## src/design/isaDefs.sv

```systemverilog
package isaDefs;

	localparam int wordWidth = 32; // XLEN for RV32I
	localparam int registerCount = 32; // x0 through x31
	localparam int memoryWords = 1024; // Unified instruction and data memory depth

	// Major opcodes (bits 6:0), RV32I base set only
	typedef enum logic [6:0]
	{
		LOAD = 7'b0000011,
		STORE = 7'b0100011,
		BRANCH = 7'b1100011,
		JAL = 7'b1101111,
		JALR = 7'b1100111,
		LUI = 7'b0110111,
		AUIPC = 7'b0010111,
		OP_IMM = 7'b0010011,
		OP = 7'b0110011,
		MISC_MEM = 7'b0001111, // fence, treated as nop
		SYSTEM = 7'b1110011 // ecall/ebreak
	} Opcode_t;

	// Field split of a 32-bit instruction, R-type layout
	// Other formats pull their immediates from the raw bits
	typedef struct packed
	{
		logic [6:0] funct7;
		logic [4:0] rs2;
		logic [4:0] rs1;
		logic [2:0] funct3;
		logic [4:0] rd;
		Opcode_t opcode;
	} Instruction_t;

endpackage

```

## src/design/controlDefs.sv

```systemverilog
package controlDefs;

	// Control FSM states, one-hot
	typedef enum logic [3:0]
	{
		INITIAL_FETCH = 4'b0001,
		FETCH_EXECUTE = 4'b0010,
		EXECUTE = 4'b0100,
		HALT = 4'b1000
	} State_t;

	typedef enum logic [1:0]
	{
		NOP,
		LOAD,
		STORE_PRELOAD, // Read old word ahead of a sub-word store
		STORE
	} MemoryMode_t;

	typedef enum logic [2:0] {I, S, B, U, J, LUI, AUIPC} ImmediateFormerMode_t;

	typedef enum logic [1:0] {INCREMENT, JAL, JALR, BRANCH} BranchALUMode_t;

	typedef enum logic {CURRENT_PC, NEXT_PC} InstructionAddressSource_t;

	// One-hot rd source enables
	typedef struct packed
	{
		logic memoryOutputEnable;
		logic aluOutputEnable;
		logic immediateFormerOutputEnable;
		logic branchALUOutputEnable;
	} RDSourceSelectLines_t;

	typedef enum logic [2:0] {NONE, STOP, CONTROL_ERROR, PC_MISALIGNED, MEMORY_ERROR} HaltCause_t;

	typedef struct packed
	{
		logic rdWriteEnable;
		MemoryMode_t memoryMode;
		RDSourceSelectLines_t rdSourceSelectLines;
		logic programCounterWriteEnable;
		InstructionAddressSource_t instructionAddressSource;
		logic opImm;
		ImmediateFormerMode_t immediateFormerMode;
		BranchALUMode_t branchALUMode;
	} ControlLines_t;

endpackage

```

## src/design/immediateFormer.sv

```systemverilog
`timescale 1ns/100ps

module immediateFormer
(
	input isaDefs::Instruction_t instruction,
	input logic [isaDefs::wordWidth-1:0] pc,
	input controlDefs::ImmediateFormerMode_t immediateFormerMode,
	output logic [isaDefs::wordWidth-1:0] immediate,
	output logic [isaDefs::wordWidth-1:0] immediateResult
);
	import isaDefs::*;
	import controlDefs::*;

	logic [wordWidth-1:0] bits;
	logic [wordWidth-1:0] upperImmediate;

	assign bits = instruction; // Raw word for scattered immediate fields
	assign upperImmediate = {bits[31:12], 12'b0};

	always_comb
	begin
		unique case (immediateFormerMode)
			I: immediate = {{20{bits[31]}}, bits[31:20]};
			S: immediate = {{20{bits[31]}}, bits[31:25], bits[11:7]};
			B: immediate = {{19{bits[31]}}, bits[31], bits[7], bits[30:25], bits[11:8], 1'b0};
			J: immediate = {{11{bits[31]}}, bits[31], bits[19:12], bits[20], bits[30:21], 1'b0};
			default: immediate = upperImmediate; // U, LUI, AUIPC
		endcase
	end

	// rd value for lui/auipc
	assign immediateResult = (immediateFormerMode == controlDefs::AUIPC) ?
		pc + upperImmediate : immediate;

endmodule

```

## config.mk

```make
export PLATFORM = sky130hd
export DESIGN_NAME = immediateFormer
export DESIGN_NICKNAME = d
export VERILOG_FILES = /design/src/design/isaDefs.sv /design/src/design/controlDefs.sv /design/src/design/immediateFormer.sv
export SDC_FILE = /design/constraint.sdc
export NUM_CORES = 1
export LEC_CHECK = 0
export BUFFER_PORTS_ARGS = -buffer_cell sky130_fd_sc_hd__buf_2
export CAP_MARGIN = 10
export CELL_PAD_IN_SITES_DETAIL_PLACEMENT = 0
export CELL_PAD_IN_SITES_GLOBAL_PLACEMENT = 1
export CORE_ASPECT_RATIO = 0.5
export CORE_MARGIN = 5
export CORE_UTILIZATION = 29
export DETAILED_ROUTE_END_ITERATION = 8
export PLACE_DENSITY_LB_ADDON = 0.15
export SYNTH_ARGS = -nofsm -noshare
export SYNTH_HDL_FRONTEND = slang
export SYNTH_SLANG_ARGS = --single-unit
```

## constraint.sdc

```tcl
create_clock -name vclk -period 4.8
set_clock_uncertainty 0.1 [all_clocks]
set_input_delay 0.24 -clock vclk [all_inputs]
set_output_delay 0.24 -clock vclk [all_outputs]
set_load 0.02 [all_outputs]
```

# After elaboration in Yosys (flattened, before gate mapping)
# Cells that the tools add are included.
classes:
  addsub: 1
  eq_ne: 4
  n_mux: 2
  reduce_logical: 1
ops:
  columns: ["cell", "n"]
  rows:
  - ["31-bit case mux with 4 select lines", 1]
  - ["32-bit adder", 1]
  - ["32-bit two-way mux", 1]
  - ["3-bit == test, second input constant", 2]
  - ["3-bit by 1-bit == test with 1-bit output, second input constant", 1]
  - ["3-bit by 2-bit == test with 1-bit output, second input constant", 1]
  - ["3-bit zero test", 1]
totals:
  reg_bits: 0
  input_bits: 67
  out_inout_bits: 64
  elab_cells: 8

# Depth between registers and ports, before layout
logic_depth:
  word_depth: 3
  depth_mapped: 10
  ltp_nobuf: 10

# Least setup slack after synthesis
# No wires, ideal clock.
synth_timing:
  kind: "input to output"
  startpoint: "input port instruction[12] in the netlist's numbering"
  endpoint: "output port immediateResult[24] in the netlist's numbering"
  arrival_ps: 2186
  required_ps: 4460
  slack_ps: 2274
  cell_stages: 10
  path_buffers: 0
  path_cell_list: "ha_1 > inv_1 > fa_1 > nor2b_1 > o2111ai_1 > nand2_1 > o221a_2 > o21ai_0 > mux2i_1 > nor3_1"
synth_between:
  elab_chain_len: 2
synth_lines:
  columns: ["element", "line_no", "rtl"]
  rows:
  - ["start: declaration", "immediateFormer.sv:5", "input isaDefs::Instruction_t instruction,"]
  - ["32-bit adder", "immediateFormer.sv:33", "pc + upperImmediate : immediate;"]
  - ["32-bit two-way mux", "immediateFormer.sv:32", "assign immediateResult = (immediateFormerMode == controlDefs::AUIPC) ?"]
  - ["end: declaration", "immediateFormer.sv:9", "output logic [isaDefs::wordWidth-1:0] immediateResult"]
# No other way between the ends.

# Worst setup path in the final report
layout_timing:
  startpoint: "input port instruction[12] in the netlist's numbering"
  endpoint: "output port immediateResult[28] in the netlist's numbering"
# The elaborated chain is that of the path after synthesis.

==> flow_metrics.py <==
metrics = {
    "run_status": {
        "status": "finished, final reports clean",
    },
    "finish": {
        "sequential_cell_total": 0,
        "synthToLayoutAreaGrowth_pct": 37.72,
        "regArea_um2": 0,
        "finalNonFillerCells": 440,
        "multi_input_area_mm2": 0.001579,
        "num_antenna_cells": 0,
        "final_area_mm2": 0.002344,
        "fin_nets": 456,
        "final.fill_count": 621,
        "clkbuf_count": 0,
        "final_common_cell": "buf_2",
        "final_cell_mix": "124 x buf_2, 51 x nand2_1, 19 x a21o_1, 19 x ha_1, 18 x a21oi_1",
        "layout-drive-gt1-share": 0.4005,
    },
    "floorplan": {
        "die_w_um": 118.3,
        "num_rows": 19,
        "dieArea_mm2": 0.007593,
        "start_util": 0.3046,
        "io_pins": 131,
        "core_region_area_mm2": 0.005587,
        "die_y_um": 64.17,
    },
    "placement": {
        "place.detailed.hpwl_um": 5110,
        "io_buffers": 124,
        "gp_congestion": 0.8168,
        "dp_slack_ns": 1.993,
        "dp_cells": 440,
        "dpl_cell_area_mm2": 0.002344,
    },
    "clock_tree": {
        "hold_buffers": 0,
        "post_cts_resized": 0,
        "cts_setup_buffers": 0,
    },
    "sta": {
        "tightest_slew_ns": 0.7218,
        "fin_crit_ns": 2.799,
        "clock.fmax_mhz": 357.3,
        "fin_setup_tns_ns": 0,
        "finalSetupViolations": 0,
        "finalHoldViolations": 0,
        "finalCritPeriodShare": 0.5831,
        "slew_violations": 0,
        "max-slew-margin-rel": 0.5183,
        "rsz0062_at_grt": "no",
        "final.setup.worst_slack_ns": 2.001,
    },
    "synthesis": {
        "yosysTopAreaCellShare": 0.1397,
        "synth_cell_types": 53,
        "avgSynthCellArea_um2": 6.673,
        "synth_cells": 255,
        "synth_largest_area_cell": "ha_1",
        "synth_area_mm2": 0.001702,
        "ys_seq_area_frac": 0,
        "synth_fp_nets": 342,
        "synthTopCellsByArea": "ha_1 14%, nand2_1 11%, a21o_1 8.4%",
        "yosysWarnings": 0,
    },
    "route": {
        "wl_met2_um": 2859,
        "routed_wl_um": 6016,
        "drc": 0,
        "via_per_inst": 5.027,
        "via_count": 2212,
        "wirelength_met1_um": 2809,
        "highest_layer": "met3",
        "drt_iter0_drc": 62,
        "wl_met3_um": 348,
        "drtPass1Iterations": 4,
        "avgRoutedWirePerCell_um": 13.67,
        "detail-route-antenna-nets": 0,
    },
    "power_and_ir_drop": {
        "leakage_nw": 1.374,
        "vdd_drop_max_uv": 64.40,
        "p_total_w": 0.0003423,
        "powerDensity_mw_per_mm2": 146.1,
    },
    "global_routing": {
        "overflow": 0,
        "track_usage": 0.1496,
        "grt_max_degree": 20,
        "grt_pass1_vias": 2234,
        "grt_pass1_wl_um": 10090,
        "antenna_found_initial": 0,
    },
    "flow_run": {
        "drv_cap": 0,
    },
    "worst_setup_path": {
        "cp_data_required_time_ns": 4.46,
        "path_max_fanout": 5,
        "crit_arrival_ns": 2.46,
        "worstSetupStartpointType": "primary input",
        "setup.worst_path.end_class": "primary output",
        "path_class": "in -> out",
    },
    "worst_hold_path": {
        "min_path_type": "in -> out",
    },
}
## cell families (layout without fill, tap and decap cells)
family,count (synthesis),after routing,synth area share
AOI/OAI and AO/OA,87,87,0.3640
xor gates and xnor gates,13,13,0.06691
adders and majority gates,21,21,0.1574
buffers and inverters,25,137,0.07352
muxes,8,8,0.05294
and+or+nand+nor,101,101,0.2853
## area by class of cell
type / instances / area share
multi-input combinational: 230 / 0.6738
timing repair buffer: 125 / 0.2680
tap: 73 / 0.03897
inverter: 12 / 0.01922
## metal layers
layer | vias up | GRT usage
met5 | - | 0
met4 | 0 | 0
met3 | 0 | 0.01586
met2 | 65 | 0.2899
met1 | 993 | 0.1908
li1 | 1154 | -
## stage by stage
| stage | utilization | hold slack [ns] |
|---|---|---|
| after global routing | 0.4195 | 0.7015 |
| final | 0.4195 | 0.6923 |
| after floorplan | - | 0.4926 |
| after CTS | 0.4195 | 0.6967 |
| after detailed placement | 0.4195 | 0.6942 |
| after global placement | 0.4195 | 0.6921 |
## synthesized netlist by cell type, types with 5 or more instances
library cell / count
inv_1: 12
nand2_1: 51
o32ai_1: 5
clkbuf_1: 6
ha_1: 19
xnor2_1: 9
nor2_1: 11
a21o_1: 19
o21ai_0: 12
nor3_1: 5
a21oi_1: 18
nor2b_1: 13
a31oi_1: 10
## where the power goes
part           total, W  internal (W)  leakage (nW)  switching [W]
clock                 0             0             0              0
combinational  0.000342      0.000136          1.37       0.000206
sequential            0             0             0              0
total          0.000342      0.000136          1.37       0.000206
## worst max-delay path: stages
cell and delay (ns):
buf_2 0.09, ha_1 0.16, inv_1 0.05, fa_1 0.39
nor2b_1 0.18, o2111ai_1 0.16, nand2_1 0.16, o221a_2 0.30
a41oi_2 0.14, xnor2_1 0.15, mux2_2 0.27, buf_2 0.16
## path summary, 6_finish.rpt
kind       startpoint                   to  slack [ns]  cells after the start
max   instruction[12]  immediateResult[28]        2.00                     12
min             pc[8]   immediateResult[8]        0.69                      3
Note: power is estimated with default switching activity, not from simulation.
