[src/design/isaDefs.sv]
package isaDefs;

	localparam int wordWidth = 32; // XLEN for RV32I
	localparam int registerCount = 32; // x0 through x31
	localparam int memoryWords = 1024; // Unified instruction and data memory depth

	// Major opcodes (bits 6:0), RV32I base set only
	typedef enum logic [6:0]
	{
		LOAD = 7'b0000011,
		STORE = 7'b0100011,
		BRANCH = 7'b1100011,
		JAL = 7'b1101111,
		JALR = 7'b1100111,
		LUI = 7'b0110111,
		AUIPC = 7'b0010111,
		OP_IMM = 7'b0010011,
		OP = 7'b0110011,
		MISC_MEM = 7'b0001111, // fence, treated as nop
		SYSTEM = 7'b1110011 // ecall/ebreak
	} Opcode_t;

	// Field split of a 32-bit instruction, R-type layout
	// Other formats pull their immediates from the raw bits
	typedef struct packed
	{
		logic [6:0] funct7;
		logic [4:0] rs2;
		logic [4:0] rs1;
		logic [2:0] funct3;
		logic [4:0] rd;
		Opcode_t opcode;
	} Instruction_t;

endpackage

[src/design/controlDefs.sv]
package controlDefs;

	// Control FSM states, one-hot
	typedef enum logic [3:0]
	{
		INITIAL_FETCH = 4'b0001,
		FETCH_EXECUTE = 4'b0010,
		EXECUTE = 4'b0100,
		HALT = 4'b1000
	} State_t;

	typedef enum logic [1:0]
	{
		NOP,
		LOAD,
		STORE_PRELOAD, // Read old word ahead of a sub-word store
		STORE
	} MemoryMode_t;

	typedef enum logic [2:0] {I, S, B, U, J, LUI, AUIPC} ImmediateFormerMode_t;

	typedef enum logic [1:0] {INCREMENT, JAL, JALR, BRANCH} BranchALUMode_t;

	typedef enum logic {CURRENT_PC, NEXT_PC} InstructionAddressSource_t;

	// One-hot rd source enables
	typedef struct packed
	{
		logic memoryOutputEnable;
		logic aluOutputEnable;
		logic immediateFormerOutputEnable;
		logic branchALUOutputEnable;
	} RDSourceSelectLines_t;

	typedef enum logic [2:0] {NONE, STOP, CONTROL_ERROR, PC_MISALIGNED, MEMORY_ERROR} HaltCause_t;

	typedef struct packed
	{
		logic rdWriteEnable;
		MemoryMode_t memoryMode;
		RDSourceSelectLines_t rdSourceSelectLines;
		logic programCounterWriteEnable;
		InstructionAddressSource_t instructionAddressSource;
		logic opImm;
		ImmediateFormerMode_t immediateFormerMode;
		BranchALUMode_t branchALUMode;
	} ControlLines_t;

endpackage

[src/design/resultWriter.sv]
`timescale 1ns/100ps

module resultWriter
(
	input logic clock,
	input isaDefs::Instruction_t instruction,
	input logic rdWriteEnable,
	input controlDefs::RDSourceSelectLines_t rdSourceSelectLines,
	input logic [isaDefs::wordWidth-1:0] loadValue,
	input logic [isaDefs::wordWidth-1:0] aluResult,
	input logic [isaDefs::wordWidth-1:0] immediateResult,
	input logic [isaDefs::wordWidth-1:0] linkValue,
	output logic [isaDefs::wordWidth-1:0] rs1Value,
	output logic [isaDefs::wordWidth-1:0] rs2Value
);
	import isaDefs::*;

	logic [wordWidth-1:0] registers [registerCount];
	logic [wordWidth-1:0] rdValue;

	// AND-OR mux, enables are one-hot
	always_comb
	begin
		rdValue = '0;
		if (rdSourceSelectLines.memoryOutputEnable)
			rdValue = rdValue | loadValue;
		if (rdSourceSelectLines.aluOutputEnable)
			rdValue = rdValue | aluResult;
		if (rdSourceSelectLines.immediateFormerOutputEnable)
			rdValue = rdValue | immediateResult;
		if (rdSourceSelectLines.branchALUOutputEnable)
			rdValue = rdValue | linkValue;
	end

	always_ff @(posedge clock)
	begin
		if (rdWriteEnable && (instruction.rd != 5'd0)) // x0 stays zero
			registers[instruction.rd] <= rdValue;
	end

	// x0 forced to zero on read
	assign rs1Value = (instruction.rs1 == 5'd0) ? '0 : registers[instruction.rs1];
	assign rs2Value = (instruction.rs2 == 5'd0) ? '0 : registers[instruction.rs2];

	assert property (@(posedge clock) rdWriteEnable |-> $onehot(rdSourceSelectLines));

endmodule

[config.mk]
export PLATFORM = sky130hd
export DESIGN_NAME = resultWriter
export DESIGN_NICKNAME = d
export VERILOG_FILES = /design/src/design/isaDefs.sv /design/src/design/controlDefs.sv /design/src/design/resultWriter.sv
export SDC_FILE = /design/constraint.sdc
export NUM_CORES = 1
export LEC_CHECK = 0
export ABC_CLOCK_PERIOD_IN_PS = 2650
export BUFFER_PORTS_ARGS = -buffer_cell sky130_fd_sc_hd__buf_2
export CAP_MARGIN = 25
export CORE_UTILIZATION = 25
export CTS_CLUSTER_SIZE = 16
export DETAILED_ROUTE_END_ITERATION = 12
export GPL_TIMING_DRIVEN = 0
export PLACE_DENSITY = 0.43
export SLEW_MARGIN = 25
export SYNTH_ARGS = -nofsm -noshare
export SYNTH_HDL_FRONTEND = slang
export SYNTH_SLANG_ARGS = --single-unit
[constraint.sdc]
create_clock -name clock -period 2.65 [get_ports clock]
set_clock_uncertainty 0.2 [all_clocks]
set_input_delay 0 -clock clock [delete_from_list [all_inputs] [get_ports clock]]
set_output_delay 0 -clock clock [all_outputs]
set_load 0.02 [all_outputs]
---- Yosys cells after proc, flatten, opt, wreduce, memory -nomap -nowiden ----
Memory sizes are Yosys's and may differ from the RTL's.
Index checks and enable logic that the tools add are counted.
operators by class
  bitwise gates (word level) .............. 3
  reduce and logical (&&, ||, !) cells .... 4
  multiplexer cells ....................... 8
operators with widths
  operator            number
  2-to-1 mux 32 bit   6
  OR 32 bit           3
  zero test 5 bit     2
  nonzero test 5 bit  1
  2-to-1 mux 1 bit    2
  logical AND 1 bit   1
word-level totals
  flip-flop bits (word level) ............. 0
  memory bits (writable) .................. 1024
  memories kept ........................... 1
memory list
  name       depth  width  read ports  clocked after memory_dff  wr ports  line                source
  registers  32     32     2           0                         1         resultWriter.sv:18  logic [wordWidth-1:0] registers [registerCount];

---- Depth between registers and ports, before layout ----
Gate-level depths: netlist of run 1.
  depth after elaboration ................. 7
  gate-level depth with buffers ........... 7
  gate-level depth less buffers ........... 4

---- Worst setup path after synthesis of run 1 ----
OpenSTA, ideal clock, no wires.
  path type ............................... input port to flip-flop
  start ................................... in instruction[8] (netlist bit)
  end ..................................... mem registers[12][0], enable pin
  setup time .............................. 421 ps
  arrival ................................. 1999 ps
  stages .................................. 3
  path slack .............................. 30 ps
  required time ........................... 2029 ps
  buffers on the path ..................... 1
  cell sequence ........................... or3b_2 -> clkbuf_1 -> nor2_1
on the way
  word-level cells in the longest chain between the ends .. 4
ends and longest elaborated chain
  element                                 line                source
  start: declaration                      resultWriter.sv:6   input isaDefs::Instruction_t instruction,
  nonzero test 5 bit                      resultWriter.sv:37  if (rdWriteEnable && (instruction.rd != 5'd0))
  logical AND 1 bit                       resultWriter.sv:37
  2-to-1 mux 1 bit                        resultWriter.sv:37
  2-to-1 mux 1 bit (not written as such)  resultWriter.sv:38  registers[instruction.rd] <= rdValue;
  end: declaration                        resultWriter.sv:18
Several ways; a longest one is shown, not always the timed one.

---- Final worst setup path of run 1 ----
  start ................................... in instruction[22] (netlist bit)
  end ..................................... out rs2Value[30] (netlist bit)
on the way
  word-level cells in the longest chain between the ends .. 2
ends and longest elaborated chain
  element                                                  line                source
  memory (32 x 32 bit) or zero test 5 bit (tied branches)  --
  2-to-1 mux 32 bit (*)                                    resultWriter.sv:43  assign rs2Value = (instruction.rs2 == 5'd0) ? '0 : registers[instruction.rs2];
  end: declaration                                         resultWriter.sv:14  output logic [isaDefs::wordWidth-1:0] rs2Value
Every way passes the cells marked *; elsewhere a longest branch is shown, timed or not.

==> impl_metrics.csv, run 1 <==
group,metric,value,unit
setup_path,required,2450,ps
global_route,grt_pass1_wl,264000,µm
logic_synthesis,synth-seq-area-share,63.6,%
final_layout,mostFrequentLayoutCell,"edfxtp_1",
logic_synthesis,synth_top_family_by_area,"multiplexers",
logic_synthesis,synth_area_leaders,"edfxtp_1 64%, mux4_2 21%, mux2i_1 2.6%",
logic_synthesis,synthCells,2505,
logic_synthesis,netlist_area,48400,µm²
floorplanning,die_area,195000,µm²
global_route,grt_util_met1,25.8,%
final_layout,fin_area,62900,µm²
route,wl_per_cell,34.6,µm
final_layout,syn_to_final_growth,30.1,%
logic_synthesis,avgSynthCellArea,19.3,µm²
global_route,overflow,0,
floorplanning,fp.dieW,442,µm
logic_synthesis,yosys.area.top_type_share,63.6,%
logic_synthesis,ys_warn_count,0,
clock_tree,cts.clk_slew.worst_paths,60,ps
clock_tree,cts-root-buf,"clkbuf_16",
setup_path,cp_cell_sequence,"buf_4 > buf_4 > buf_2 > clkbuf_4 > a211oi_2 > a311oi_2 > buf_4",
power_and_ir_drop,p_per_area,625,nW/µm²
job,drv_cap,0,
final_layout,largest_reg_flops,1024,
global_route,gr-usage-met3,2.46,%
timing,setup_viol,35,
floorplanning,die_h,442,µm
final_layout,largest_register,"registers",
setup_path,cpLargestDelayFamily,"buffers and inverters",
setup_path,crit_path_start,"instruction[22]",
setup_path,worst_setup_path_end_kind,"primary output",
setup_path,crit_buf_inv,5,
floorplanning,fp-row-count,161,
final_layout,final_nets,3203,
setup_path,critPathCapture,"rs2Value[30]",
timing,finalCriticalPeriod,2730,ps
floorplanning,start_util,25.1,%
timing,fin_crit_sh,103,%
global_route,grt_pass1_vias,30100,
place,placed_area,54600,µm²
min_path,hold_start,"aluResult[18]",
logic_synthesis,synth_seq_cells,1024,
logic_synthesis,synth-xor-area-share,0,%
logic_synthesis,yosys.area.top_type,"edfxtp_1",
status,violations,"negative setup slack",
place,place_congestion,0.872,
timing,worst-slew-pin-transition,1140,ps
setup_path,critPathMaxStageDelay,500,ps
global_route,grt_max_degree,33,
floorplanning,io_pins,230,
power_and_ir_drop,ir_drop,552,µV
timing,max_freq,366,MHz
global_route,antenna_found_initial,6,
route,num_vias,29800,
floorplanning,coreArea,192000,µm²
logic_synthesis,muxShareOfSynthArea,25.0,%
place,hpwl,138000,µm
timing,max_slew_margin,24.2,%
timing,setup_slack,-84.3,ps
clock_tree,cts_tree,"done",
place,io_buffers,204,
setup_path,worstPathArrival,2530,ps
route,drt_iter0_markers,3289,
route,finalWirelength,196000,µm
route,viasPerCell,5.26,
final_layout,largestRegisters,"registers: 1024 flops",
timing,hold_viol_final,0,
status,status,"finished, violations left",
setup_path,cp.depth,7,
timing,rsz0062_at_grt,"yes",
setup_path,crit_path_max_fanout,10,
clock_tree,cts.htree.levels,3,
min_path,min_path_type,"input port to flip-flop",
final_layout,final_cell_mix,"1024 x edfxtp_1, 445 x mux4_2, 193 x buf_2",
place,dp.cells,5330,
setup_path,criticalPathCategory,"input port to primary output",
global_route,gr-usage-met2,33.1,%
power_and_ir_drop,leakagePower,20.9,nW
logic_synthesis,synth_compound_area_share,6.48,%
setup_path,path_common_cell,"buf_4",
route,drc,0,
global_route,grtUsageTotal,19.7,%
setup_path,cpMaxStageDelayCell,"buf_2",
route,firstDrtPassIters,5,
final_layout,final_util,32.7,%
route,ant_nets,0,
clock_tree,cts_sinks,1024,
logic_synthesis,yosys.area_share.simple,2.00,%
logic_synthesis,ys_types,37,
clock_tree,clk_path_buf_depth,3,
final_layout,drive_gt1_share,48.5,%
final_layout,final_cells,5661,
clock_tree,cts-buffers-inserted,110,
setup_path,critPathLaunchType,"input port",
logic_synthesis,synthAdderAreaFrac,0,%
global_route,gr-max-usage-layer,"met2",
timing,final_max_slew_viol_count,0,
timing,setup_tns,-1370,ps
[cells in the mapped netlist]
master / number
edfxtp_1: 1024
mux4_2: 445
a22oi_1: 128
mux2i_1: 128
o21ai_1: 105
nor2b_1: 66
clkbuf_1: 65
nand2_1: 65
a211oi_1: 64
a311oi_1: 64
buf_2: 64
mux2_2: 64
a221oi_1: 46
buf_4: 43
buf_6: 38
nor2_1: 35
o2111ai_1: 16
o21ai_0: 7
nand3b_1: 5
mux4_1: 3
nor2_2: 3
or3b_2: 3
a221oi_2: 2
and2_1: 2
and2b_4: 2
buf_8: 2
inv_2: 2
nand2b_1: 2
nand3_1: 2
or2_1: 2
or4_4: 2
buf_1: 1
buf_12: 1
clkbuf_2: 1
clkbuf_8: 1
conb_1: 1
or3_1: 1
[how the worst min path moves through the flow]
stage          slack (ps)  depth (start not counted)          endpoint
6_report               60                          3  registers[0][18]
5_1_grt                90                          3   registers[6][5]
3_3_place_gp          630                          3      rs1Value[31]
2_1_floorplan         120                          2       rs1Value[0]
4_1_cts                 2                          3  registers[0][18]
3_5_place_dp          350                          3  registers[4][29]
[metrics by stage]
step / setup WS [ps] / total power [W] / hold slack [ps]
after global placement: -2990 / 0.0230 / 627
after CTS: -115 / 0.0395 / 1.67
after global routing: -102 / 0.0403 / 91.8
after detailed placement: -1260 / 0.0231 / 346
final: -84.3 / 0.0394 / 61.0
after floorplan: 30.1 / 0.0210 / 119
[power by group]
part | switching [W] | leakage (nW) | internal (W)
combinational | 0.00334 | 9.02 | 0.00210
sequential | 0.000102 | 10.2 | 0.0183
clock | 0.00667 | 1.73 | 0.00887
total | 0.0101 | 20.9 | 0.0292
[repair_timing]
item                       CTS  global route
hold endpoints to repair   840             0
gates resized for setup    602            92
setup endpoints to repair   64            93
hold buffers               119             0
pin swaps                  113            46
setup buffers                0             2
[per-layer routing]
layer | share of wire, % | vias up
met5 | 0 | -
met2 | 49 | 1249
met4 | 4.1 | 0
li1 | - | 12000
met3 | 5.6 | 234
met1 | 41 | 16400
[kinds of logic (layout without fill, tap and decap cells)]
| group | count (synthesis) | in the layout |
|---|---|---|
| AOI/OAI and AO/OA | 432 | 432 |
| buffers and inverters | 218 | 814 |
| DFF | 1024 | 1024 |
| muxes | 640 | 640 |
| other | 1 | 35 |
| and+or+nand+nor | 190 | 190 |
[layout make-up]
type	instances	area [µm²]
antenna	3	7.51
clock buffer	134	2890
sequential	1024	30700
buffer	216	1510
tap	2526	3160
inverter	2	7.51
fill	18200	129000
timing repair buffer	389	4270
multi-input combinational	1294	19700
clock inverter	73	666
(Power assumes the default switching activity.)
==> inputs of run 2 (changes only) <==
--- a/config.mk
+++ b/config.mk
@@ -5,14 +5,14 @@
 export SDC_FILE = /design/constraint.sdc
 export NUM_CORES = 1
 export LEC_CHECK = 0
-export ABC_CLOCK_PERIOD_IN_PS = 2650
+export ABC_CLOCK_PERIOD_IN_PS = 3400
 export BUFFER_PORTS_ARGS = -buffer_cell sky130_fd_sc_hd__buf_2
 export CAP_MARGIN = 25
-export CORE_UTILIZATION = 25
+export CORE_UTILIZATION = 40
 export CTS_CLUSTER_SIZE = 16
 export DETAILED_ROUTE_END_ITERATION = 12
 export GPL_TIMING_DRIVEN = 0
-export PLACE_DENSITY = 0.43
+export PLACE_DENSITY = 0.58
 export SLEW_MARGIN = 25
 export SYNTH_ARGS = -nofsm -noshare
 export SYNTH_HDL_FRONTEND = slang
==> constraint.sdc (replaced) <==
create_clock -name clock -period 3.4 [get_ports clock]
set_clock_uncertainty 0.2 [all_clocks]
set_input_delay 0 -clock clock [delete_from_list [all_inputs] [get_ports clock]]
set_output_delay 0 -clock clock [all_outputs]
set_load 0.02 [all_outputs]
==> impl_metrics.csv, run 2 (synthesis gave the netlist of run 1 again) <==
group,metric,value,unit
timing,rsz0062_at_grt,"no",
final_layout,drive_gt1_share,38.9,%
place,hpwl,130000,µm
final_layout,syn_to_final_growth,18.5,%
route,wl_per_cell,39.9,µm
place,place_congestion,0.975,
setup_path,required,3200,ps
setup_path,crit_path_max_fanout,10,
clock_tree,cts-root-buf,"clkbuf_16",
job,drv_cap,0,
clock_tree,cts_tree,"done",
timing,worst-slew-pin-transition,1130,ps
route,viasPerCell,6.70,
floorplanning,fp.dieW,350,µm
global_route,overflow,0,
global_route,grt_max_degree,33,
timing,holdWs,-34.4,ps
clock_tree,cts_sinks,1024,
floorplanning,die_area,122000,µm²
setup_path,worstPathArrival,3280,ps
route,ant_nets,0,
floorplanning,start_util,40.3,%
final_layout,mostFrequentLayoutCell,"edfxtp_1",
timing,fin_crit_sh,102,%
setup_path,crit_path_start,"instruction[17]",
timing,max_freq,287,MHz
floorplanning,coreArea,120000,µm²
route,firstDrtPassIters,6,
final_layout,final_cells,4632,
clock_tree,cts-buffers-inserted,108,
floorplanning,die_h,350,µm
final_layout,largest_reg_flops,1024,
place,io_buffers,204,
floorplanning,io_pins,230,
global_route,grtUsageTotal,30.2,%
status,status,"finished, violations left",
final_layout,final_nets,3103,
power_and_ir_drop,p_per_area,521,nW/µm²
clock_tree,clk_path_buf_depth,3,
clock_tree,cts.htree.levels,3,
global_route,grt_pass1_vias,30900,
status,violations,"negative hold slack, negative setup slack",
global_route,grt_pass1_wl,251000,µm
final_layout,fill_cells,9925,
timing,setup_viol,1,
place,dp.cells,4416,
route,num_vias,31000,
setup_path,cpLargestDelayFamily,"buffers and inverters",
power_and_ir_drop,leakagePower,19.5,nW
timing,finalCriticalPeriod,3480,ps
floorplanning,fp-row-count,127,
final_layout,largestRegisters,"registers: 1024 flops",
setup_path,crit_buf_inv,5,
setup_path,critPathMaxStageDelay,850,ps
route,drc,0,
setup_path,criticalPathCategory,"input port to primary output",
setup_path,critPathLaunchType,"input port",
timing,max_slew_margin,24.5,%
clock_tree,cts.clk_slew.worst_paths,50,ps
timing,setup_slack,-79.8,ps
power_and_ir_drop,ir_drop,400,µV
min_path,hold_start,"linkValue[3]",
place,dp_slack,-137,ps
timing,final_max_slew_viol_count,0,
setup_path,cpMaxStageDelayCell,"a311oi_1",
setup_path,worst_setup_path_end_kind,"primary output",
clock_tree,cts_setup_buffers,0,
route,drt_iter0_markers,5030,
setup_path,cp_cell_sequence,"buf_4 > buf_4 > buf_2 > clkbuf_1 > a211oi_1 > a311oi_1 > buf_2",
route,finalWirelength,185000,µm
final_layout,final_cell_mix,"1024 x edfxtp_1, 445 x mux4_2, 268 x buf_2",
timing,hold_viol_final,32,
final_layout,largest_register,"registers",
global_route,antenna_found_initial,6,
timing,setup_tns,-79.8,ps
min_path,min_path_type,"input port to flip-flop",
[run 2: cell types whose count changed in the layout (fill, tap and decap cells not counted), sizes merged, moves of 2 or more]
cell / delta
dlygate4sd3: -76
buf: -19
clkbuf: -12
clkinv: -9
bufinv: +4
clkinvlp: -2
[run 2: what timing repair did]
| action | CTS | global route |
|---|---|---|
| endpoints found under the setup margin | 9 | 4 |
| hold buffers | 10 | 13 |
| endpoints found under the hold margin | 77 | 80 |
| resized for setup | 5 | 5 |
[run 2: area by class of cell]
class | count | area [µm²] | area share [%]
diodes | 3 | 7.51 | 0.0131
plain buffers | 216 | 1390 | 2.43
clock buffers | 123 | 2800 | 4.89
clock inverters | 67 | 741 | 1.29
inverters | 2 | 7.51 | 0.0131
multi-input cells | 1294 | 16700 | 29.1
flip-flops and latches | 1024 | 30700 | 53.6
well taps | 1612 | 2020 | 3.52
repair buffers | 291 | 2900 | 5.05
[run 2: path summary, 6_finish.rpt]
path	end	slack, ps	cells past startpoint
max	rs1Value[11]	-80	7
min	registers[16][3]	-30	3
[run 2: layer usage]
metal  vias up  GRT usage [%]  routed length, µm
li1      11800              -                  -
met1     16400           39.8              68700
met2      2423           47.1              85000
met3       464           7.20              20700
met4         2           14.8              10700
met5         -              0                 13
[run 2: through the flow]
step	total power, W	hold slack (ps)	util (%)	area [µm²]
after CTS	0.0298	4.40	47.6	57100
after global routing	0.0304	2.17	47.8	57300
after global placement	0.0177	551	42.9	51500
after detailed placement	0.0178	547	44.5	53400
final	0.0299	-34.4	47.8	57300
after floorplan	0.0163	119	-	48500
[run 2: report_power, final]
group / internal (W) / switching, W / total, W
Sequential: 0.0142 / 0.0000838 / 0.0143
Clock: 0.00707 / 0.00509 / 0.0122
Combinational: 0.00115 / 0.00221 / 0.00336
