--- config.mk ---
export PLATFORM = sky130hd
export DESIGN_NAME = controlLogic
export DESIGN_NICKNAME = d
export VERILOG_FILES = /design/src/design/isaDefs.sv /design/src/design/controlDefs.sv /design/src/design/controlLogic.sv
export SDC_FILE = /design/constraint.sdc
export NUM_CORES = 1
export LEC_CHECK = 0
export BUFFER_PORTS_ARGS = -buffer_cell sky130_fd_sc_hd__clkbuf_2
export CORE_ASPECT_RATIO = 1.4
export CORE_MARGIN = 1.5
export CORE_UTILIZATION = 37
export CTS_CLUSTER_SIZE = 8
export DETAILED_ROUTE_END_ITERATION = 7
export PLACE_DENSITY = 0.77
export SYNTH_ARGS = -nofsm -noshare
export SYNTH_HDL_FRONTEND = slang
export SYNTH_SLANG_ARGS = --single-unit
--- constraint.sdc ---
create_clock -name clock -period 1.5 [get_ports clock]
set_input_delay 0.225 -clock clock [delete_from_list [all_inputs] [get_ports clock]]
set_output_delay 0.225 -clock clock [all_outputs]
set_load 0.01 [all_outputs]
--- src/design/isaDefs.sv ---
package isaDefs;

	localparam int wordWidth = 32; // XLEN for RV32I
	localparam int registerCount = 32; // x0 through x31
	localparam int memoryWords = 1024; // Unified instruction and data memory depth

	// Major opcodes (bits 6:0), RV32I base set only
	typedef enum logic [6:0]
	{
		LOAD = 7'b0000011,
		STORE = 7'b0100011,
		BRANCH = 7'b1100011,
		JAL = 7'b1101111,
		JALR = 7'b1100111,
		LUI = 7'b0110111,
		AUIPC = 7'b0010111,
		OP_IMM = 7'b0010011,
		OP = 7'b0110011,
		MISC_MEM = 7'b0001111, // fence, treated as nop
		SYSTEM = 7'b1110011 // ecall/ebreak
	} Opcode_t;

	// Field split of a 32-bit instruction, R-type layout
	// Other formats pull their immediates from the raw bits
	typedef struct packed
	{
		logic [6:0] funct7;
		logic [4:0] rs2;
		logic [4:0] rs1;
		logic [2:0] funct3;
		logic [4:0] rd;
		Opcode_t opcode;
	} Instruction_t;

endpackage

--- src/design/controlDefs.sv ---
package controlDefs;

	// Control FSM states, one-hot
	typedef enum logic [3:0]
	{
		INITIAL_FETCH = 4'b0001,
		FETCH_EXECUTE = 4'b0010,
		EXECUTE = 4'b0100,
		HALT = 4'b1000
	} State_t;

	typedef enum logic [1:0]
	{
		NOP,
		LOAD,
		STORE_PRELOAD, // Read old word ahead of a sub-word store
		STORE
	} MemoryMode_t;

	typedef enum logic [2:0] {I, S, B, U, J, LUI, AUIPC} ImmediateFormerMode_t;

	typedef enum logic [1:0] {INCREMENT, JAL, JALR, BRANCH} BranchALUMode_t;

	typedef enum logic {CURRENT_PC, NEXT_PC} InstructionAddressSource_t;

	// One-hot rd source enables
	typedef struct packed
	{
		logic memoryOutputEnable;
		logic aluOutputEnable;
		logic immediateFormerOutputEnable;
		logic branchALUOutputEnable;
	} RDSourceSelectLines_t;

	typedef enum logic [2:0] {NONE, STOP, CONTROL_ERROR, PC_MISALIGNED, MEMORY_ERROR} HaltCause_t;

	typedef struct packed
	{
		logic rdWriteEnable;
		MemoryMode_t memoryMode;
		RDSourceSelectLines_t rdSourceSelectLines;
		logic programCounterWriteEnable;
		InstructionAddressSource_t instructionAddressSource;
		logic opImm;
		ImmediateFormerMode_t immediateFormerMode;
		BranchALUMode_t branchALUMode;
	} ControlLines_t;

endpackage

--- src/design/controlLogic.sv ---
`timescale 1ns/100ps

module controlLogic
(
	input logic clock,
	input logic reset,
	input isaDefs::Instruction_t instruction,
	input logic pcMisaligned,
	input logic unalignedAccess,
	input logic badFunct3,
	output controlDefs::ControlLines_t controlLines,
	output logic halted,
	output controlDefs::HaltCause_t haltCause
);
	import isaDefs::*;
	import controlDefs::*;

	State_t state, nextState;
	logic fetchValid; // First word after reset has been registered
	logic isTwoCycle;
	logic stop, controlError, pcError, memoryError, halt;

	assign isTwoCycle = (instruction.opcode == isaDefs::LOAD) ||
		((instruction.opcode == isaDefs::STORE) && (instruction.funct3 != 3'b010)); // sb/sh merge
	assign pcError = pcMisaligned & controlLines.programCounterWriteEnable; // Only a PC that gets loaded
	assign memoryError = unalignedAccess | badFunct3; // Already gated by memory mode
	assign halt = stop | controlError | pcError | memoryError;
	assign halted = (state == HALT);

	// Wait for the first fetch to land before leaving INITIAL_FETCH
	always_ff @(posedge clock)
		fetchValid <= ~reset;

	always_ff @(negedge clock)
	begin
		if (reset)
		begin
			state <= INITIAL_FETCH;
			haltCause <= NONE;
		end
		else
		begin
			state <= nextState;
			if ((state != HALT) && halt) // Latch first cause only
			begin
				if (stop)
					haltCause <= STOP;
				else if (controlError)
					haltCause <= CONTROL_ERROR;
				else if (pcError)
					haltCause <= PC_MISALIGNED;
				else
					haltCause <= MEMORY_ERROR;
			end
		end
	end

	always_comb
	begin
		if (halt)
			nextState = HALT;
		else
		begin
			unique case (state)
				INITIAL_FETCH: nextState = !fetchValid ? INITIAL_FETCH :
					(isTwoCycle ? EXECUTE : FETCH_EXECUTE);
				FETCH_EXECUTE: nextState = isTwoCycle ? EXECUTE : FETCH_EXECUTE;
				EXECUTE: nextState = FETCH_EXECUTE; // Second half of load or sub-word store
				default: nextState = HALT; // HALT spins and a bad state stops
			endcase
		end
	end

	always_comb
	begin
		controlLines = '0; // Idle lines fetch from the current PC
		stop = 1'b0;
		controlError = 1'b0;
		if (state == FETCH_EXECUTE)
		begin
			controlLines.programCounterWriteEnable = 1'b1;
			controlLines.instructionAddressSource = NEXT_PC; // Fetch the word after this one
			controlLines.branchALUMode = INCREMENT;
			unique case (instruction.opcode)
				isaDefs::LUI, isaDefs::AUIPC:
				begin
					controlLines.rdWriteEnable = 1'b1;
					controlLines.rdSourceSelectLines.immediateFormerOutputEnable = 1'b1;
					controlLines.immediateFormerMode = (instruction.opcode == isaDefs::LUI) ?
						controlDefs::LUI : controlDefs::AUIPC;
				end
				isaDefs::JAL, isaDefs::JALR:
				begin
					controlLines.rdWriteEnable = 1'b1;
					controlLines.rdSourceSelectLines.branchALUOutputEnable = 1'b1; // Link value
					controlLines.immediateFormerMode = (instruction.opcode == isaDefs::JAL) ? J : I;
					controlLines.branchALUMode = (instruction.opcode == isaDefs::JAL) ?
						controlDefs::JAL : controlDefs::JALR;
				end
				isaDefs::BRANCH:
				begin
					controlLines.immediateFormerMode = B;
					controlLines.branchALUMode = controlDefs::BRANCH;
				end
				isaDefs::LOAD: // Second cycle after the EXECUTE read
				begin
					controlLines.rdWriteEnable = 1'b1;
					controlLines.memoryMode = controlDefs::LOAD;
					controlLines.rdSourceSelectLines.memoryOutputEnable = 1'b1;
				end
				isaDefs::STORE: // Only cycle for sw and write-back for sb/sh
				begin
					controlLines.memoryMode = controlDefs::STORE;
					controlLines.immediateFormerMode = S;
				end
				isaDefs::OP_IMM, isaDefs::OP:
				begin
					controlLines.rdWriteEnable = 1'b1;
					controlLines.rdSourceSelectLines.aluOutputEnable = 1'b1;
					controlLines.opImm = (instruction.opcode == isaDefs::OP_IMM);
				end
				isaDefs::MISC_MEM: ; // fence does nothing here
				isaDefs::SYSTEM:
				begin
					controlLines.programCounterWriteEnable = 1'b0; // Clean stop with PC held
					controlLines.instructionAddressSource = CURRENT_PC;
					stop = 1'b1;
				end
				default:
				begin
					controlLines.programCounterWriteEnable = 1'b0;
					controlError = 1'b1; // Undefined opcode
				end
			endcase
		end
		else if (state == EXECUTE)
		begin
			// Address needs the right immediate in both cycles
			controlLines.immediateFormerMode = (instruction.opcode == isaDefs::STORE) ? S : I;
			if (instruction.opcode == isaDefs::LOAD)
				controlLines.memoryMode = controlDefs::LOAD;
			else if (instruction.opcode == isaDefs::STORE)
				controlLines.memoryMode = STORE_PRELOAD;
			else
				controlError = 1'b1; // Cannot get here with a good opcode
		end
	end

	assert property (@(posedge clock) disable iff (reset) $onehot(state));
	assert property (@(posedge clock) (state == HALT) |-> !controlLines.programCounterWriteEnable);

endmodule

[After elaboration in Yosys (flattened, before gate mapping)]
Cells that the tools add are included.
Word-level totals
  RAM bits: 0
  memories: 0
  ROM bits: 0
  latch bits: 0
  flip-flop bits (word level): 8
  output and inout bits: 19
Operators by class
  add/sub/neg operators: 0
  shift-type cells: 0
  bitwise gates (word level): 6
  mux-type cells: 38
  magnitude comparators: 0
  multipliers: 0
  reductions and logical operators: 10
  eq/ne operators: 17
  divide/modulo/power cells: 0
Operators by type and width (number)
  7-bit == test (second input constant): 4
  7-bit by 6-bit == test with 1-bit output (second input constant): 3
  1-bit two-way mux: 18
  3-bit two-way mux: 6
  7-bit by 5-bit == test with 1-bit output (second input constant): 2
  2-bit two-way mux: 7
  3-bit one-hot mux with 4 select lines: 1
  4-bit one-hot mux with 3 select lines: 1
  11-bit OR reduction: 1
  10-bit OR reduction: 1
  4-bit two-way mux: 2
  2-bit one-hot mux with 2 select lines: 2
  2-bit OR reduction: 4
  7-bit by 2-bit == test with 1-bit output (second input constant): 1
  7-bit by 4-bit == test with 1-bit output (second input constant): 1
  7-bit two-way mux: 1
  7-bit OR reduction: 1
  4-bit by 1-bit == test with 1-bit output (second input constant): 1
  4-bit by 2-bit == test with 1-bit output (second input constant): 1
  4-bit by 3-bit == test with 1-bit output (second input constant): 1
  4-bit == test (second input constant): 1
  4-bit inequality test (second input constant): 1
  1-bit bitwise OR: 4
  3-bit by 2-bit inequality test with 1-bit output (second input constant): 1
  4 further kinds: 5

[Logic depth before layout (Yosys ltp)]
Gate-level depths: netlist (run 1).
  depth after elaboration: 9
  mapped depth: 6
  gate-level depth less buffers: 5

==> results of run 1 <==
-- metal layers --
layer  routed length [um]  share of wire  GRT usage  up-vias
met4                   97          0.023      0.121        0
met5                    0              0          0        -
met1                 1460           0.34      0.265      636
met3                  122          0.029     0.0332       12
met2                 2560           0.60      0.582       43
li1                     -              -          -      603
-- power by group --
part | internal (mW) | leakage [nW] | switching, mW | total [mW]
clock | 0.128 | 0.0523 | 0.156 | 0.284
combinational | 0.167 | 0.770 | 0.157 | 0.325
sequential | 0.222 | 0.0685 | 0.0108 | 0.233
-- registers in the layout, summed over array words and instances, names as in the netlist --
name        cells
fetchValid      1
haltCause       3
state           4
-- cell type report --
cell class                 count  area, sq um  area share
clock buffer                   4         26.3      0.0137
inverter                       5         18.8     0.00977
clock inverter                 7         26.3      0.0137
sequential                     8          171      0.0893
timing repair buffer          90          719       0.375
tap                           22         27.5      0.0143
multi-input combinational     91          931       0.485
-- final timing paths --
kind / start / end / slack (ps) / cells after the start
setup / recovery: state[3] / controlLines[13] / -1110 / 3
hold reg to reg: haltCause[1] / haltCause[1] / 670 / 3
setup reg to reg: state[0] / haltCause[1] / -470 / 9
hold / removal: reset / fetchValid / 360 / 3
-- cells in the final DEF (no fill, tap or decap), types with 4 or more instances in the layout --
cell | synthesis | final
sky130_fd_sc_hd__and2_4 | 0 | 4
sky130_fd_sc_hd__buf_2 | 4 | 11
sky130_fd_sc_hd__buf_4 | 1 | 48
sky130_fd_sc_hd__buf_6 | 0 | 13
sky130_fd_sc_hd__clkbuf_2 | 1 | 13
sky130_fd_sc_hd__dfxtp_2 | 0 | 6
sky130_fd_sc_hd__inv_1 | 6 | 11
sky130_fd_sc_hd__nor2_1 | 17 | 12
sky130_fd_sc_hd__nor2_2 | 1 | 5
sky130_fd_sc_hd__nor3_4 | 0 | 6
-- cell families after synthesis --
logic type / Yosys count
AND/OR/NAND/NOR: 63
flip-flops: 8
buffers and inverters: 13
AO/OA/AOI/OAI: 27
XOR/XNOR: 1
-- worst register-to-register path, stage by stage, from the launching register on --
cell                       delay [ps]
sky130_fd_sc_hd__dfxtp_4          360
sky130_fd_sc_hd__nor4b_4          330
sky130_fd_sc_hd__buf_6            190
sky130_fd_sc_hd__nand2_8           90
sky130_fd_sc_hd__buf_4            140
sky130_fd_sc_hd__buf_4            130
sky130_fd_sc_hd__a221oi_4         220
sky130_fd_sc_hd__buf_6            160
sky130_fd_sc_hd__nand3b_1         130
sky130_fd_sc_hd__a41oi_2           90
-- metrics by stage --
step                       util  hold WS (ps)
after global routing      0.882           356
final                     0.882           362
after CTS                 0.807           336
after global placement    0.666           521
after detailed placement  0.666           528
after floorplan               -           311
-- repair_timing --
item,4_1_cts,5_1_grt
hold buffers,0,0
buffers inserted,12,11
gates cloned,0,0
resized for setup,38,33
pin swaps,17,19
setup endpoints to repair,26,26
==> results.sh, run 1 <==
export IMPL_setup_viol_count_final=26
export IMPL_run_status="complete, but fails checks"
export IMPL_synth_compound_area_share=0.255
export IMPL_die_height_um=59.7
export IMPL_synth_xor_area_share=0.0103
export IMPL_simple_logic_cell_fraction_of_the_synthesized_area=0.476
export IMPL_grt_overflow_total=0
export IMPL_syn_cell_area_sq_um=848
export IMPL_worstSetupPathType="reg -> out"
export IMPL_worst_slew_pin_slew_ps=412
export IMPL_maximum_number_of_pins_on_one_net_before_global_route_repair=9
export IMPL_grt_first_pass_wirelength_um=5510
export IMPL_endpoint_kind="primary output"
export IMPL_dieArea_sq_um=2590
export IMPL_yosys_warning_total=0
export IMPL_clk_insertion_delay_late_ps=340
export IMPL_port_buffer_count=33
export IMPL_layout_area_overhead_vs_synth_pct=126
export IMPL_max_slew_margin_rel=0.721
export IMPL_synth_area_leaders="sky130_fd_sc_hd__dfxtp_1, sky130_fd_sc_hd__nor2_1, sky130_fd_sc_hd__a21oi_1"
export IMPL_synth_area_mux_share=0
export IMPL_detail_route_first_pass_iterations=4
export IMPL_overall_power_mw=0.841
export IMPL_initial_core_util=0.390
export IMPL_critPathSlowestCell="sky130_fd_sc_hd__or4b_4"
export IMPL_dpl_worst_slack_ps=-880
export IMPL_final_max_slew_viol_count=0
export IMPL_hold_class="in -> reg"
export IMPL_postSynthCellCount=112
export IMPL_drc=0
export IMPL_placedInstanceArea_sq_um=1450
export IMPL_critical_path_max_stage_delay_ps=550
export IMPL_placeableCoreArea_sq_um=2180
export IMPL_synth_top_flop_cell="sky130_fd_sc_hd__dfxtp_1"
export IMPL_fin_tns_setup_ps=-20720
export IMPL_antenna_cells_inserted=0
export IMPL_path_buf_inv=1
export IMPL_clk_pin_slew_worst_paths_ps=70
export IMPL_width_of_the_die_um=43.5
export IMPL_fill_cells=105
export IMPL_total_number_of_vias=1294
export IMPL_worstPathArrival_ps=2390
export IMPL_grt_usage=0.282
export IMPL_number_of_distinct_library_cells_after_synthesis=46
export IMPL_clock_root_buffer="sky130_fd_sc_hd__clkbuf_4"
export IMPL_synth_top_cell_area_share=0.189
export IMPL_final_critical_path_setup_slack_ps=-1110
export IMPL_worst_clock_skew_ps=69.8
export IMPL_synth_common_cells="sky130_fd_sc_hd__nor2_1, sky130_fd_sc_hd__dfxtp_1, sky130_fd_sc_hd__a21oi_1, sky130_fd_sc_hd__nor3_1, sky130_fd_sc_hd__inv_1"
export IMPL_clock_tree_buffer_depth=2
export IMPL_dpl_hpwl_um=2300
export IMPL_antenna_found_initial=0
export IMPL_drt_iter0_markers=52
export IMPL_cts_htree_levels=1
export IMPL_crit_path_cell_trace="or4b_4 > a211oi_2 > buf_2"
export IMPL_ys_async_sr_fraction=0
export IMPL_setup_repair_after_global_routing_missed_its_margin="true"
export IMPL_power_leakage_nw=0.891
export IMPL_fin_nets=243
export IMPL_timing_critical_path_fanout_max=6
export IMPL_drive_above_1_share=0.737
export IMPL_layout_cells_non_filler=227
export IMPL_place_gp_congestion=0.862
export IMPL_drtAntennaViolNets=0
export IMPL_synth_fp_nets=149
export IMPL_violated_checks="negative setup slack"
export IMPL_critPathRequiredTime_ps=1270
export IMPL_synth_largest_area_cell="sky130_fd_sc_hd__dfxtp_1"
export IMPL_proportion_of_synthesized_chip_area_in_sequential_cells=0.189
export IMPL_yosys_area_share_adder=0
export IMPL_grt_pass1_vias=1243
export IMPL_totalWireLength_um=4240
export IMPL_row_count=20
export IMPL_report_final_hold_viol_count=0
export IMPL_synth_most_common_cell="sky130_fd_sc_hd__nor2_1"
export IMPL_number_of_enable_type_register_cells_in_the_synthesized_netlist=0
export IMPL_power_density_nw_per_um2=438
export IMPL_numClockSinks=8
export IMPL_cts_tree="built"
export IMPL_synth_top_family_by_area="simple AND/OR/NAND/NOR gates"
export IMPL_placed_cells=194
export IMPL_top_level_ports=56
export IMPL_vias_per_cell=5.70
export IMPL_post_drt_wl_per_cell_um=18.7
export IMPL_layout_cell_area_non_filler_sq_um=1920
export IMPL_worstSetupStartpointType="register"
export IMPL_cts_made_buffers=3
export IMPL_worst_path_dominant_cell_family="simple AND/OR/NAND/NOR gates"
export IMPL_ys_ff_latch=8
export IMPL_max_cap_violations=0
export IMPL_max_vdd_ir_drop_mv=0.311
export IMPL_syn_area_per_cell_sq_um=7.57
(Power assumes the default switching activity.)
==> run 2: changes to the inputs <==
- CORE_ASPECT_RATIO: 1.4 -> unset
- CORE_UTILIZATION: 37 -> 32
- PLACE_DENSITY: 0.77 -> 0.68
- SLEW_MARGIN: unset -> 20
==> run 2 against run 1 <==
  * The flow still finishes with violations (negative setup slack)
  * Critical path type unchanged
  * Clock power rose by 4%
  * Combinational power fell by 7.1%
  * First-iteration DRC count fell by 58%
  * Non-clock buffer count fell by 3
  * Global-route usage fell by 4.6 points
  * Routed wire length fell by 8.7%
  * Critical path depth did not move
  * Register-to-register slack improved by 110 ps
  * Largest power group unchanged
  * Critical endpoint unchanged
  * Die area rose by 14%
==> results.sh, run 2 (same netlist as run 1, synthesis figures left out) <==
export IMPL_regToRegEndpoint="haltCause[1]"
export IMPL_worst_r2r_cell_count=7
export IMPL_post_drt_wl_per_cell_um=16.7
export IMPL_dieArea_sq_um=2970
export IMPL_die_height_um=54.5
export IMPL_fill_cells=147
export IMPL_largestRegisters="state x4, haltCause x3, fetchValid x1"
export IMPL_r2r_setup_slack_ps=-360
export IMPL_critPathSlowestCell="sky130_fd_sc_hd__or4b_4"
export IMPL_cts_hold_buffers_added=0
export IMPL_endpoint_kind="primary output"
export IMPL_placeableCoreArea_sq_um=2500
export IMPL_grt_usage=0.236
export IMPL_total_number_of_vias=1291
export IMPL_worst_slew_pin_slew_ps=371
export IMPL_fin_tns_setup_ps=-20780
export IMPL_placedInstanceArea_sq_um=1520
export IMPL_final_max_slew_viol_count=0
export IMPL_max_slew_margin_rel=0.753
export IMPL_power_leakage_nw=0.872
export IMPL_grt_first_pass_wirelength_um=5200
export IMPL_top_register_by_number_of_flip_flops="state"
export IMPL_multi_input_area_sq_um=928
export IMPL_largest_reg_flops=4
export IMPL_port_buffer_count=33
export IMPL_final_critical_path_setup_slack_ps=-1120
export IMPL_layout_area_overhead_vs_synth_pct=121
export IMPL_report_final_hold_viol_count=0
export IMPL_antenna_found_initial=0
export IMPL_crit_reg2reg_launch="state[0]"
export IMPL_timing_hold_worst_start="reset"
export IMPL_worstSetupPathType="reg -> out"
export IMPL_cts_made_buffers=3
export IMPL_drive_above_1_share=0.728
export IMPL_hold_class="in -> reg"
export IMPL_clock_root_buffer="sky130_fd_sc_hd__clkbuf_4"
export IMPL_clock_tree_buffer_depth=2
export IMPL_dpl_hpwl_um=2280
export IMPL_dpl_worst_slack_ps=-901
export IMPL_hold_end="fetchValid"
export IMPL_hold_ws_ps=443
export IMPL_grt_pass1_vias=1183
export IMPL_layout_commonest_cell="sky130_fd_sc_hd__buf_4"
export IMPL_path_buf_inv=1
export IMPL_whs_path_depth=4
export IMPL_timing_critical_path_fanout_max=5
export IMPL_crit_path_cell_trace="or4b_4 > a211oi_2 > buf_2"
export IMPL_drtAntennaViolNets=0
export IMPL_width_of_the_die_um=54.5
export IMPL_utilization_after_layout=0.749
export IMPL_run_status="complete, but fails checks"
export IMPL_row_count=18
export IMPL_clk_insertion_delay_late_ps=360
export IMPL_setup_repair_after_global_routing_missed_its_margin="true"
export IMPL_power_density_nw_per_um2=443
export IMPL_critical_path_max_stage_delay_ps=580
export IMPL_worst_clock_skew_ps=81.4
export IMPL_fin_nets=240
export IMPL_max_vdd_ir_drop_mv=0.417
export IMPL_setup_viol_count_final=26
export IMPL_critPathRequiredTime_ps=1270
export IMPL_commonest_cells_after_routing_fill_and_taps_aside="sky130_fd_sc_hd__buf_4, sky130_fd_sc_hd__buf_2, sky130_fd_sc_hd__nor2_1"
export IMPL_drt_iter0_markers=22
export IMPL_detail_route_first_pass_iterations=4
export IMPL_worstSetupStartpointType="register"
export IMPL_place_gp_congestion=0.887
export IMPL_grt_overflow_total=0
export IMPL_clk_pin_slew_worst_paths_ps=80
export IMPL_initial_core_util=0.339
export IMPL_worstPathArrival_ps=2390
export IMPL_worst_path_dominant_cell_family="simple AND/OR/NAND/NOR gates"
export IMPL_top_level_ports=56
export IMPL_maximum_number_of_pins_on_one_net_before_global_route_repair=9
export IMPL_drc=0
export IMPL_vias_per_cell=5.56
export IMPL_layout_cell_area_non_filler_sq_um=1870
export IMPL_numClockSinks=8
export IMPL_antenna_cells_inserted=0
export IMPL_cts_htree_levels=1
export IMPL_max_cap_violations=0
export IMPL_totalWireLength_um=3880
export IMPL_sequential_cell_area_sq_um=174
export IMPL_violated_checks="negative setup slack"
export IMPL_cts_tree="built"
[run 2: cell types whose count changed in the layout (fill, tap and decap cells not counted), sizes merged]
cell,change
clkbuf,-6
buf,+3
[run 2: final cells by class]
class	instances	area share
multi-input cells	91	0.496
repair buffers	87	0.353
flip-flops and latches	8	0.0929
well taps	30	0.0201
clock buffers	4	0.0140
clock inverters	7	0.0140
inverters	5	0.0100
[run 2: tightest hold or removal path, cell delays in order]
cell	delay (ps)
sky130_fd_sc_hd__clkbuf_2	100
sky130_fd_sc_hd__buf_4	160
sky130_fd_sc_hd__inv_1	100
sky130_fd_sc_hd__buf_4	110
[run 2: routing by layer]
| metal | track usage | up-vias | wire (um) |
|---|---|---|---|
| met4 | 0.0792 | 0 | 124 |
| met1 | 0.295 | 621 | 1600 |
| met5 | 0 | - | 0 |
| li1 | - | 595 | - |
| met3 | 0.0437 | 16 | 203 |
| met2 | 0.404 | 59 | 1950 |
[run 2: where the power goes]
part	leakage [nW]	internal (mW)	switching [mW]
clock	0.0523	0.128	0.168
sequential	0.0689	0.221	0.0112
combinational	0.751	0.153	0.149
total	0.872	0.502	0.328
[run 2: repair_timing]
action | CTS | global route
pin swaps | 12 | 15
setup endpoints to repair | 26 | 26
gates cloned | 0 | 0
setup buffers | 6 | 9
gates resized for setup | 20 | 45
[run 2: worst max-delay path by stage]
stage | from | end | slack (ps) | depth (start not counted)
2_1_floorplan | state[0] | controlLines[5] | -800 | 4
3_3_place_gp | instruction[3] | haltCause[1] | -860 | 7
3_5_place_dp | instruction[2] | haltCause[0] | -900 | 6
4_1_cts | state[2] | controlLines[13] | -1070 | 3
5_1_grt | state[2] | controlLines[13] | -1160 | 3
6_report | state[0] | controlLines[13] | -1120 | 3
[run 2: through the flow]
stage	std cells	power (mW)
global route	232	0.866
floorplan	112	0.401
global placement	207	0.497
finish	232	0.830
detailed placement	207	0.503
CTS	223	0.748
